[src/hwpe_pkg.sv]
// Shared definitions for the accelerator subsystem: address map, widths,
// control and memory request/response structs, engine state and owner enums
package hwpe_pkg;

  localparam int unsigned AddrWidth = 32;
  localparam int unsigned DataWidth = 32;

  // Register offsets, decoded on address bits 7:0
  localparam logic [7:0] RegTrigger = 8'h00;
  localparam logic [7:0] RegStatus  = 8'h04;
  localparam logic [7:0] RegSrc     = 8'h08;
  localparam logic [7:0] RegDst     = 8'h0C;
  localparam logic [7:0] RegLen     = 8'h10;
  localparam logic [7:0] RegFactor  = 8'h14;
  localparam logic [7:0] RegOwner   = 8'h98;
  localparam logic [7:0] RegClkEn   = 8'h9C;

  localparam int unsigned EngineSelBit = 8;
  localparam int unsigned MaxLen       = 255;

  typedef struct packed {
    logic                 valid;
    logic                 write;
    logic [AddrWidth-1:0] addr;
    logic [DataWidth-1:0] wdata;
  } ctrl_req_t;

  typedef struct packed {
    logic                 ready;
    logic                 rvalid;
    logic [DataWidth-1:0] rdata;
  } ctrl_rsp_t;

  typedef struct packed {
    logic                 valid;
    logic                 write;
    logic [AddrWidth-1:0] addr;
    logic [DataWidth-1:0] wdata;
  } mem_req_t;

  typedef struct packed {
    logic                 ready;
    logic                 rvalid;
    logic [DataWidth-1:0] rdata;
  } mem_rsp_t;

  typedef enum logic [2:0] {IDLE, RD_REQ, RD_WAIT, WR_REQ, FINISH} engine_state_e;

  typedef enum logic {OWN_SCALE, OWN_COPY} owner_e;

endpackage

[src/mem_port_mux.sv]
// Static two-to-one memory-port mux with an outstanding-read counter
// that holds the active owner until all reads have returned
`timescale 1ns/1ps

module mem_port_mux (
  input  logic               clk_i,
  input  logic               rst_ni,
  input  hwpe_pkg::owner_e   owner_i,
  input  hwpe_pkg::mem_req_t eng_req_i [2],
  output hwpe_pkg::mem_rsp_t eng_rsp_o [2],
  output hwpe_pkg::mem_req_t mem_req_o,
  input  hwpe_pkg::mem_rsp_t mem_rsp_i
);
  import hwpe_pkg::*;

  owner_e     active_q;
  logic [1:0] pending_q, pending_d;
  logic       rd_acc;

  assign mem_req_o = eng_req_i[active_q];

  always_comb begin
    for (int i = 0; i < 2; i++) begin
      eng_rsp_o[i].ready  = (active_q == owner_e'(i)) && mem_rsp_i.ready;
      eng_rsp_o[i].rvalid = (active_q == owner_e'(i)) && mem_rsp_i.rvalid;
      eng_rsp_o[i].rdata  = mem_rsp_i.rdata;
    end
  end

  assign rd_acc    = mem_req_o.valid && !mem_req_o.write && mem_rsp_i.ready;
  assign pending_d = pending_q + {1'b0, rd_acc} - {1'b0, mem_rsp_i.rvalid};

  always_ff @(posedge clk_i or negedge rst_ni) begin
    if (!rst_ni) begin
      pending_q <= '0;
      active_q  <= OWN_SCALE;
    end else begin
      pending_q <= pending_d;
      // Switch only once every issued read has come back
      if (pending_d == '0) begin
        active_q <= owner_i;
      end
    end
  end

endmodule

[src/scale_engine.sv]
// Scale engine: src, dst, len and factor registers and a sequencer that
// reads each word, multiplies it by the factor and writes it back
`timescale 1ns/1ps

module scale_engine (
  input  logic                clk_i,
  input  logic                rst_ni,
  input  logic                en_i,
  input  hwpe_pkg::ctrl_req_t ctrl_req_i,
  output hwpe_pkg::ctrl_rsp_t ctrl_rsp_o,
  output hwpe_pkg::mem_req_t  mem_req_o,
  input  hwpe_pkg::mem_rsp_t  mem_rsp_i,
  output logic                busy_o,
  output logic                done_o
);
  import hwpe_pkg::*;

  engine_state_e                  state_q;
  logic [AddrWidth-1:0]           src_q, dst_q;
  logic [DataWidth-1:0]           factor_q, data_q, rd_val, rdata_q;
  logic [$clog2(MaxLen+1)-1:0]    len_q, idx_q;
  logic [AddrWidth-1:0]           offset;
  logic                           cfg_wr, start, last, mem_hs, rvalid_q;

  assign cfg_wr = en_i && ctrl_req_i.valid && ctrl_req_i.write;
  assign start  = cfg_wr && (ctrl_req_i.addr[7:0] == RegTrigger) && ctrl_req_i.wdata[0]
                  && (state_q == IDLE);
  assign offset = AddrWidth'({idx_q, 2'b00});
  assign last   = (idx_q == len_q - 1'b1);
  assign mem_hs = mem_req_o.valid && mem_rsp_i.ready;

  assign busy_o = (state_q != IDLE);
  assign done_o = en_i && (state_q == FINISH);

  assign mem_req_o.valid = en_i && ((state_q == RD_REQ) || (state_q == WR_REQ));
  assign mem_req_o.write = (state_q == WR_REQ);
  assign mem_req_o.addr  = (state_q == WR_REQ) ? dst_q + offset : src_q + offset;
  assign mem_req_o.wdata = data_q;

  always_ff @(posedge clk_i or negedge rst_ni) begin
    if (!rst_ni) begin
      src_q    <= '0;
      dst_q    <= '0;
      len_q    <= '0;
      factor_q <= '0;
    end else if (cfg_wr) begin
      case (ctrl_req_i.addr[7:0])
        RegSrc:    src_q    <= ctrl_req_i.wdata;
        RegDst:    dst_q    <= ctrl_req_i.wdata;
        RegLen:    len_q    <= ctrl_req_i.wdata[$bits(len_q)-1:0];
        RegFactor: factor_q <= ctrl_req_i.wdata;
        default: ;
      endcase
    end
  end

  always_comb begin
    rd_val = '0;
    case (ctrl_req_i.addr[7:0])
      RegStatus: rd_val = {{(DataWidth-1){1'b0}}, busy_o};
      RegSrc:    rd_val = src_q;
      RegDst:    rd_val = dst_q;
      RegLen:    rd_val = DataWidth'(len_q);
      RegFactor: rd_val = factor_q;
      default:   rd_val = '0;
    endcase
  end

  always_ff @(posedge clk_i or negedge rst_ni) begin
    if (!rst_ni) begin
      rvalid_q <= 1'b0;
    end else if (en_i) begin
      rvalid_q <= ctrl_req_i.valid;
    end
  end

  always_ff @(posedge clk_i) begin
    if (en_i && ctrl_req_i.valid) begin
      rdata_q <= ctrl_req_i.write ? '0 : rd_val;
    end
  end

  assign ctrl_rsp_o.ready  = en_i;
  assign ctrl_rsp_o.rvalid = rvalid_q;
  assign ctrl_rsp_o.rdata  = rdata_q;

  always_ff @(posedge clk_i or negedge rst_ni) begin
    if (!rst_ni) begin
      state_q <= IDLE;
      idx_q   <= '0;
    end else begin
      case (state_q)
        IDLE: if (start) begin
          idx_q   <= '0;
          state_q <= (len_q == '0) ? FINISH : RD_REQ;
        end
        RD_REQ:  if (mem_hs) state_q <= RD_WAIT;
        // A read already issued must still land
        RD_WAIT: if (mem_rsp_i.rvalid) state_q <= WR_REQ;
        WR_REQ: if (mem_hs) begin
          if (last) begin
            state_q <= FINISH;
          end else begin
            idx_q   <= idx_q + 1'b1;
            state_q <= RD_REQ;
          end
        end
        FINISH:  if (en_i) state_q <= IDLE;
        default: state_q <= IDLE;
      endcase
    end
  end

  // Product held until the write is accepted
  always_ff @(posedge clk_i) begin
    if ((state_q == RD_WAIT) && mem_rsp_i.rvalid) begin
      data_q <= mem_rsp_i.rdata * factor_q;
    end
  end

endmodule

[src/copy_engine.sv]
// Copy engine: src, dst and len registers and a sequencer that moves
// a block of words unchanged
`timescale 1ns/1ps

module copy_engine (
  input  logic                clk_i,
  input  logic                rst_ni,
  input  logic                en_i,
  input  hwpe_pkg::ctrl_req_t ctrl_req_i,
  output hwpe_pkg::ctrl_rsp_t ctrl_rsp_o,
  output hwpe_pkg::mem_req_t  mem_req_o,
  input  hwpe_pkg::mem_rsp_t  mem_rsp_i,
  output logic                busy_o,
  output logic                done_o
);
  import hwpe_pkg::*;

  engine_state_e               state_q;
  logic [AddrWidth-1:0]        src_q, dst_q, offset;
  logic [DataWidth-1:0]        data_q, rd_val, rdata_q;
  logic [$clog2(MaxLen+1)-1:0] len_q, idx_q;
  logic                        cfg_wr, start, last, mem_hs, rvalid_q;

  assign cfg_wr = en_i && ctrl_req_i.valid && ctrl_req_i.write;
  assign start  = cfg_wr && (ctrl_req_i.addr[7:0] == RegTrigger) && ctrl_req_i.wdata[0]
                  && (state_q == IDLE);
  assign offset = AddrWidth'({idx_q, 2'b00});
  assign last   = (idx_q == len_q - 1'b1);
  assign mem_hs = mem_req_o.valid && mem_rsp_i.ready;

  assign busy_o = (state_q != IDLE);
  assign done_o = en_i && (state_q == FINISH);

  assign mem_req_o.valid = en_i && ((state_q == RD_REQ) || (state_q == WR_REQ));
  assign mem_req_o.write = (state_q == WR_REQ);
  assign mem_req_o.addr  = (state_q == WR_REQ) ? dst_q + offset : src_q + offset;
  assign mem_req_o.wdata = data_q;

  always_ff @(posedge clk_i or negedge rst_ni) begin
    if (!rst_ni) begin
      src_q <= '0;
      dst_q <= '0;
      len_q <= '0;
    end else if (cfg_wr) begin
      case (ctrl_req_i.addr[7:0])
        RegSrc:  src_q <= ctrl_req_i.wdata;
        RegDst:  dst_q <= ctrl_req_i.wdata;
        RegLen:  len_q <= ctrl_req_i.wdata[$bits(len_q)-1:0];
        default: ;
      endcase
    end
  end

  // No factor here, RegFactor falls to zero
  always_comb begin
    case (ctrl_req_i.addr[7:0])
      RegStatus: rd_val = {{(DataWidth-1){1'b0}}, busy_o};
      RegSrc:    rd_val = src_q;
      RegDst:    rd_val = dst_q;
      RegLen:    rd_val = DataWidth'(len_q);
      default:   rd_val = '0;
    endcase
  end

  always_ff @(posedge clk_i or negedge rst_ni) begin
    if (!rst_ni) begin
      rvalid_q <= 1'b0;
    end else if (en_i) begin
      rvalid_q <= ctrl_req_i.valid;
    end
  end

  always_ff @(posedge clk_i) begin
    if (en_i && ctrl_req_i.valid) begin
      rdata_q <= ctrl_req_i.write ? '0 : rd_val;
    end
  end

  assign ctrl_rsp_o.ready  = en_i;
  assign ctrl_rsp_o.rvalid = rvalid_q;
  assign ctrl_rsp_o.rdata  = rdata_q;

  always_ff @(posedge clk_i or negedge rst_ni) begin
    if (!rst_ni) begin
      state_q <= IDLE;
      idx_q   <= '0;
    end else begin
      case (state_q)
        IDLE: if (start) begin
          idx_q   <= '0;
          state_q <= (len_q == '0) ? FINISH : RD_REQ;
        end
        RD_REQ:  if (mem_hs) state_q <= RD_WAIT;
        RD_WAIT: if (mem_rsp_i.rvalid) state_q <= WR_REQ;
        WR_REQ: if (mem_hs) begin
          idx_q   <= last ? idx_q : idx_q + 1'b1;
          state_q <= last ? FINISH : RD_REQ;
        end
        FINISH:  if (en_i) state_q <= IDLE;
        default: state_q <= IDLE;
      endcase
    end
  end

  always_ff @(posedge clk_i) begin
    if ((state_q == RD_WAIT) && mem_rsp_i.rvalid) begin
      data_q <= mem_rsp_i.rdata;
    end
  end

endmodule

[src/hwpe_subsystem.sv]
// Accelerator subsystem top: control decode, owner and enable registers,
// scale and copy engines sharing one memory port
`timescale 1ns/1ps

module hwpe_subsystem (
  input  logic                 clk_i,
  input  logic                 rst_ni,
  input  hwpe_pkg::ctrl_req_t  ctrl_req_i,
  output hwpe_pkg::ctrl_rsp_t  ctrl_rsp_o,
  output hwpe_pkg::mem_req_t   mem_req_o,
  input  hwpe_pkg::mem_rsp_t   mem_rsp_i,
  output logic [1:0]           busy_o,
  output logic [1:0]           done_o
);
  import hwpe_pkg::*;

  owner_e               owner_q;
  logic [1:0]           en_q;
  logic                 local_hit;
  logic                 eng_sel;
  logic                 eng_hit;
  logic                 accept;
  logic                 loc_rvalid_q;
  logic [DataWidth-1:0] loc_rdata_q;
  logic [DataWidth-1:0] loc_rdata;

  ctrl_req_t eng_ctrl_req [2];
  ctrl_rsp_t eng_ctrl_rsp [2];
  mem_req_t  eng_mem_req  [2];
  mem_rsp_t  eng_mem_rsp  [2];

  assign local_hit = (ctrl_req_i.addr[7:0] == RegOwner) || (ctrl_req_i.addr[7:0] == RegClkEn);
  assign eng_sel   = ctrl_req_i.addr[EngineSelBit];
  assign eng_hit   = !local_hit && en_q[eng_sel];
  assign accept    = ctrl_req_i.valid && ctrl_rsp_o.ready;

  always_comb begin
    for (int i = 0; i < 2; i++) begin
      eng_ctrl_req[i]       = ctrl_req_i;
      eng_ctrl_req[i].valid = ctrl_req_i.valid && eng_hit && (eng_sel == i[0]);
    end
  end

  always_comb begin
    loc_rdata = '0;
    if (!ctrl_req_i.write) begin
      if (ctrl_req_i.addr[7:0] == RegOwner) begin
        loc_rdata = {{(DataWidth-1){1'b0}}, owner_q};
      end else if (ctrl_req_i.addr[7:0] == RegClkEn) begin
        loc_rdata = {{(DataWidth-2){1'b0}}, en_q};
      end
    end
  end

  always_ff @(posedge clk_i or negedge rst_ni) begin
    if (!rst_ni) begin
      owner_q <= OWN_SCALE;
      en_q    <= '0;
    end else if (accept && local_hit && ctrl_req_i.write) begin
      if (ctrl_req_i.addr[7:0] == RegOwner) begin
        owner_q <= owner_e'(ctrl_req_i.wdata[0]);
      end else begin
        en_q <= ctrl_req_i.wdata[1:0];
      end
    end
  end

  // Local registers and disabled engines answer here
  always_ff @(posedge clk_i or negedge rst_ni) begin
    if (!rst_ni) begin
      loc_rvalid_q <= 1'b0;
    end else begin
      loc_rvalid_q <= accept && !eng_hit;
    end
  end

  always_ff @(posedge clk_i) begin
    if (accept && !eng_hit) begin
      loc_rdata_q <= local_hit ? loc_rdata : '0;
    end
  end

  always_comb begin
    ctrl_rsp_o.ready  = eng_hit ? eng_ctrl_rsp[eng_sel].ready : 1'b1;
    ctrl_rsp_o.rvalid = loc_rvalid_q | eng_ctrl_rsp[0].rvalid | eng_ctrl_rsp[1].rvalid;
    ctrl_rsp_o.rdata  = ({DataWidth{loc_rvalid_q}} & loc_rdata_q)
                      | ({DataWidth{eng_ctrl_rsp[0].rvalid}} & eng_ctrl_rsp[0].rdata)
                      | ({DataWidth{eng_ctrl_rsp[1].rvalid}} & eng_ctrl_rsp[1].rdata);
  end

  scale_engine i_scale_engine (
    .clk_i      ( clk_i           ),
    .rst_ni     ( rst_ni          ),
    .en_i       ( en_q[0]         ),
    .ctrl_req_i ( eng_ctrl_req[0] ),
    .ctrl_rsp_o ( eng_ctrl_rsp[0] ),
    .mem_req_o  ( eng_mem_req[0]  ),
    .mem_rsp_i  ( eng_mem_rsp[0]  ),
    .busy_o     ( busy_o[0]       ),
    .done_o     ( done_o[0]       )
  );

  copy_engine i_copy_engine (
    .clk_i      ( clk_i           ),
    .rst_ni     ( rst_ni          ),
    .en_i       ( en_q[1]         ),
    .ctrl_req_i ( eng_ctrl_req[1] ),
    .ctrl_rsp_o ( eng_ctrl_rsp[1] ),
    .mem_req_o  ( eng_mem_req[1]  ),
    .mem_rsp_i  ( eng_mem_rsp[1]  ),
    .busy_o     ( busy_o[1]       ),
    .done_o     ( done_o[1]       )
  );

  mem_port_mux i_mem_port_mux (
    .clk_i      ( clk_i       ),
    .rst_ni     ( rst_ni      ),
    .owner_i    ( owner_q     ),
    .eng_req_i  ( eng_mem_req ),
    .eng_rsp_o  ( eng_mem_rsp ),
    .mem_req_o  ( mem_req_o   ),
    .mem_rsp_i  ( mem_rsp_i   )
  );

endmodule

[config.mk]
export PLATFORM = sky130hd
export DESIGN_NAME = hwpe_subsystem
export DESIGN_NICKNAME = d
export VERILOG_FILES = /design/src/hwpe_pkg.sv /design/src/mem_port_mux.sv /design/src/scale_engine.sv /design/src/copy_engine.sv /design/src/hwpe_subsystem.sv
export SDC_FILE = /design/constraint.sdc
export NUM_CORES = 2
export LEC_CHECK = 0
export BUFFER_PORTS_ARGS = -buffer_cell sky130_fd_sc_hd__buf_2
export CAP_MARGIN = 20
export CORE_ASPECT_RATIO = 0.7
export CORE_MARGIN = 3
export CORE_UTILIZATION = 63
export CTS_CLUSTER_DIAMETER = 150
export DETAILED_ROUTE_END_ITERATION = 12
export GPL_TIMING_DRIVEN = 0
export PLACE_DENSITY = 0.91
export SLEW_MARGIN = 20
export SYNTH_ARGS = -nofsm -noshare
export SYNTH_HDL_FRONTEND = slang
export SYNTH_SLANG_ARGS = --single-unit
export TNS_END_PERCENT = 10
[constraint.sdc]
create_clock -name clk_i -period 9.05 [get_ports clk_i]
set_input_delay 0.4525 -clock clk_i [delete_from_list [all_inputs] [get_ports clk_i]]
set_output_delay 0.4525 -clock clk_i [all_outputs]
set_load 0.03 [all_outputs]
==> impl_summary.log <==
INFO  metric grt_setup_unrepaired = no
INFO  metric distinct_cell_type_count_of_the_synthesized_netlist = 80
INFO  metric critical_path_required = between 9 and 10 ns
INFO  metric synth-adder-area-share = 29.8%
INFO  metric cts-htree-levels = 2
INFO  metric filler_cells_inserted = 3752
INFO  metric drc = 0
INFO  metric io_pins = 206
INFO  metric grt_antenna_before_repair = 3
INFO  metric slew_headroom = 21.8%
INFO  metric finalSetupViolCount = 0
INFO  metric avgSynthCellArea = 10.0 µm²
INFO  metric post_cts_buffers = 0
INFO  metric floorplan.rows = 70
INFO  metric hold_viol = 0
INFO  metric drt-vias-per-instance = 6.30
INFO  metric post_synth_instance_area = 33600 µm²
INFO  metric share_of_cells_above_drive_strength_1 = 14.2%
INFO  metric synth_top_family_by_area = adder cells
INFO  metric dieWidth = between 200 and 300 µm
INFO  metric cts_root_buffer = sky130_fd_sc_hd__clkbuf_16
INFO  metric insertion_delay = a little under 0.6 ns
INFO  metric dp_hpwl = 85500 µm
INFO  metric cts_buffer_depth = 3
INFO  metric sequential_share_of_the_synthesized_area = a little over a quarter
INFO  metric path_class = reg2reg
INFO  metric initial_core_util = 64.0%
INFO  metric synth_simple_gate_area_share = 15.5%
INFO  metric timing_worst_slew_pin_value = 1.17 ns
INFO  metric final_cell_count_no_fill = 4299
INFO  metric number_of_nets_still_failing_antenna_checks_after_routing = 0
INFO  metric cts_tree = yes
INFO  metric startpoint_kind_of_the_worst_setup_timing_path = flip-flop
INFO  metric synth-seq-cells = 337
INFO  metric area_growth_syn_to_layout = 9.61%
INFO  metric finClkSkew = 0.0182 ns
INFO  metric post_synth_xor_area_fraction = 4.38%
INFO  metric global_route_usage_over_all_layers = 39.4%
INFO  metric yosysWarnings = 0
INFO  metric coreArea = 52500 µm²
INFO  metric status = finished, final reports clean
INFO  metric numPlacedInstances = 4228
INFO  metric leading_post_synthesis_cells_by_cell_area = sky130_fd_sc_hd__fa_1, sky130_fd_sc_hd__dfrtp_1, sky130_fd_sc_hd__edfxtp_1
INFO  metric worstPathCellList = clkbuf_1 -> clkbuf_1 -> nand2_1 -> fa_1 -> fa_1 -> fa_1 -> fa_1 -> inv_1 -> fa_1 -> inv_1 -> fa_1 -> fa_1 -> fa_1 -> inv_1 -> ha_1 -> clkbuf_1 -> nand4_1 -> nor2_1 -> o2111ai_1 -> a21boi_0 -> nor2_1 -> xnor2_1
INFO  metric vias = ~27000
INFO  metric vdd.ir_drop.worst = between 0.1 and 0.15 mV
INFO  metric critical_path_peak_fanout = 14
INFO  metric netlist_instances = 3348
INFO  metric arr_time_crit_path = 9.15 ns
INFO  metric synth_top_cells_by_count = sky130_fd_sc_hd__inv_1, sky130_fd_sc_hd__fa_1, sky130_fd_sc_hd__nand2_1, sky130_fd_sc_hd__and2_1, sky130_fd_sc_hd__mux2_2
INFO  metric asyncSetResetFlopFracSynth = around three fifths
INFO  metric path_clk_slew = 0.06 ns
INFO  metric powerDensity = about 98 nW/µm²
INFO  metric die-area = 56200 µm²
INFO  metric period_share = 97.6%
INFO  metric synth_area_leader_cell = sky130_fd_sc_hd__fa_1
INFO  metric cap_viol_max_count = 0
INFO  metric gp_congestion = 1.02
INFO  metric worstHoldPathType = in2reg
INFO  metric syn-num-nets = 4005
INFO  metric critPathMostFrequentCell = sky130_fd_sc_hd__fa_1
INFO  metric synth.mux.area_fraction = 9.61%
INFO  metric synth_enable_flop_cells = 130
INFO  metric die_y = 199 µm
INFO  metric final_max_slew_viol_count = 0
INFO  metric netlist.area_leader.share = 24.4%
INFO  metric cts_inserted_buffers = 36
INFO  metric setup_tns = 0 ns
INFO  metric clkSinkCount = 337
INFO  metric worst_path_max_delay_cell = sky130_fd_sc_hd__clkbuf_1
INFO  metric grt_pass1_wl = 164000 µm
INFO  metric synthMostInstantiatedCell = sky130_fd_sc_hd__inv_1
INFO  metric p_leak = 17.6 nW
INFO  metric drt_pass1_iterations = 5
INFO  metric fmax = between 100 and 150 MHz
INFO  metric routedWlPerCell = around 25 µm
INFO  metric numPortBuffers = between 150 and 200
INFO  metric routed_wl = roughly 110000 µm
INFO  metric crit_end_element = flip-flop
INFO  metric yosys_most_used_dff = sky130_fd_sc_hd__dfrtp_1
INFO  metric layout_min_cycle_time = between 8 and 9 ns
INFO  metric dr.first_iter.drc_count = 3443
INFO  metric synth_compound_area_share = 6.49%
INFO  metric grt_total_ovfl = 0
INFO  metric nets = 4240
INFO  metric cpPeakStageDelay = roughly 0.82 ns
INFO  metric grt_start_max_net_pins = 72
INFO  metric via_count_of_the_first_global_routing_pass = 27400
what timing repair did:
item,CTS,global route
hold buffers,1,0
setup endpoints to repair,0,1
hold endpoints to repair,70,0
resized for setup,0,5
layout by cell type, fill, tap and decap left out, drive strengths merged, types with 8 or more instances in the layout:
master	count
nand2b	13
a211oi	12
fa	410
o21a	8
inv	436
or3	12
xnor2	111
and2	277
a22oi	8
buf	234
clkinv	10
and3	44
o21ai	56
edfxtp	130
a31oi	19
mux2	212
mux2i	84
nand3	59
a22o	53
clkbuf	204
dfrtp	207
a21o	24
xor2	57
nand2	397
nor2	151
nand4	15
ha	145
nor3	29
o31ai	9
nor2b	8
a21oi	66
per-stage QoR:
stage	total power [W]	worst slack [ns]	hold WS (ns)	area [µm²]	utilization [%]
2_1_floorplan	0.00184	2.05	0.157	33600	-
3_3_place_gp	0.00202	0.705	0.505	35300	67.4
3_5_place_dp	0.00204	0.537	0.465	35600	67.8
4_1_cts	0.00358	0.619	0.0655	36800	70.1
5_1_grt	0.00368	0.0719	0.0691	36800	70.2
6_report	0.00360	0.216	0.0714	36800	70.2
worst paths after layout:
| path | to | slack (ns) | cells past startpoint | startpoint |
|---|---|---|---|---|
| hold reg to reg | i_scale_engine.src_q[20] | 0.53 | 1 | i_scale_engine.src_q[20] |
| setup reg to reg | i_scale_engine.data_q[26] | 0.22 | 22 | i_scale_engine.factor_q[4] |
| setup / recovery | i_scale_engine.data_q[26] | 0.22 | 22 | i_scale_engine.factor_q[4] |
| min in group asynchronous | i_scale_engine.dst_q[6] | 0.44 | 2 | rst_ni |
| max in group asynchronous | i_scale_engine.dst_q[15] | 7.49 | 4 | rst_ni |
| hold / removal | i_copy_engine.data_q[13] | 0.07 | 1 | mem_rsp_i[13] |
per-layer routing:
metal	wire (µm)	GRT usage, %
met1	41500	54.6
met2	43400	54.5
met3	17800	17.6
met4	4850	15.1
met5	0	0
flip-flops by register name, summed over array words and instances, names as in the netlist, 32 cells and up:
name                     count
i_copy_engine.data_q        32
i_copy_engine.dst_q         32
i_copy_engine.rdata_q       32
i_copy_engine.src_q         32
i_scale_engine.data_q       32
i_scale_engine.dst_q        32
i_scale_engine.factor_q     32
i_scale_engine.rdata_q      32
i_scale_engine.src_q        32
layout make-up:
cell class	count	area [µm²]	share of cell area, %
Antenna cell	4	10.0	0.0272
Buffer	197	796	2.16
Clock buffer	46	970	2.63
Clock inverter	20	254	0.690
Inverter	432	1620	4.40
Multi-Input combinational cell	2382	22100	60.1
Sequential cell	337	9080	24.7
Tap cell	684	856	2.32
Timing Repair Buffer	197	1100	2.98
worst max-delay path, delay by kind of cell (launching register included):
| kind | cells | cell delay (ns) |
|---|---|---|
| AOI/OAI and AO/OA | 2 | 0.82 |
| xor gates and xnor gates | 1 | 0.14 |
| adders and majority gates | 9 | 4.28 |
| buffers and inverters | 6 | 2.11 |
| DFF | 1 | 0.37 |
| and+or+nand+nor | 4 | 0.84 |
kinds of logic after synthesis:
family | after synthesis
AOI/OAI and AO/OA | 314
adders and majority gates | 555
xor gates and xnor gates | 168
DFF | 337
buffers and inverters | 629
and+or+nand+nor | 1048
muxes | 296
other | 1
where the power goes:
group          internal, W  total, W  switching, W  leakage [nW]
clock             0.000888   0.00157      0.000687         0.592
combinational     0.000102  0.000423      0.000321          12.9
sequential         0.00159   0.00160    0.00000702          4.11
No activity file was read; power rests on OpenSTA's default activity.
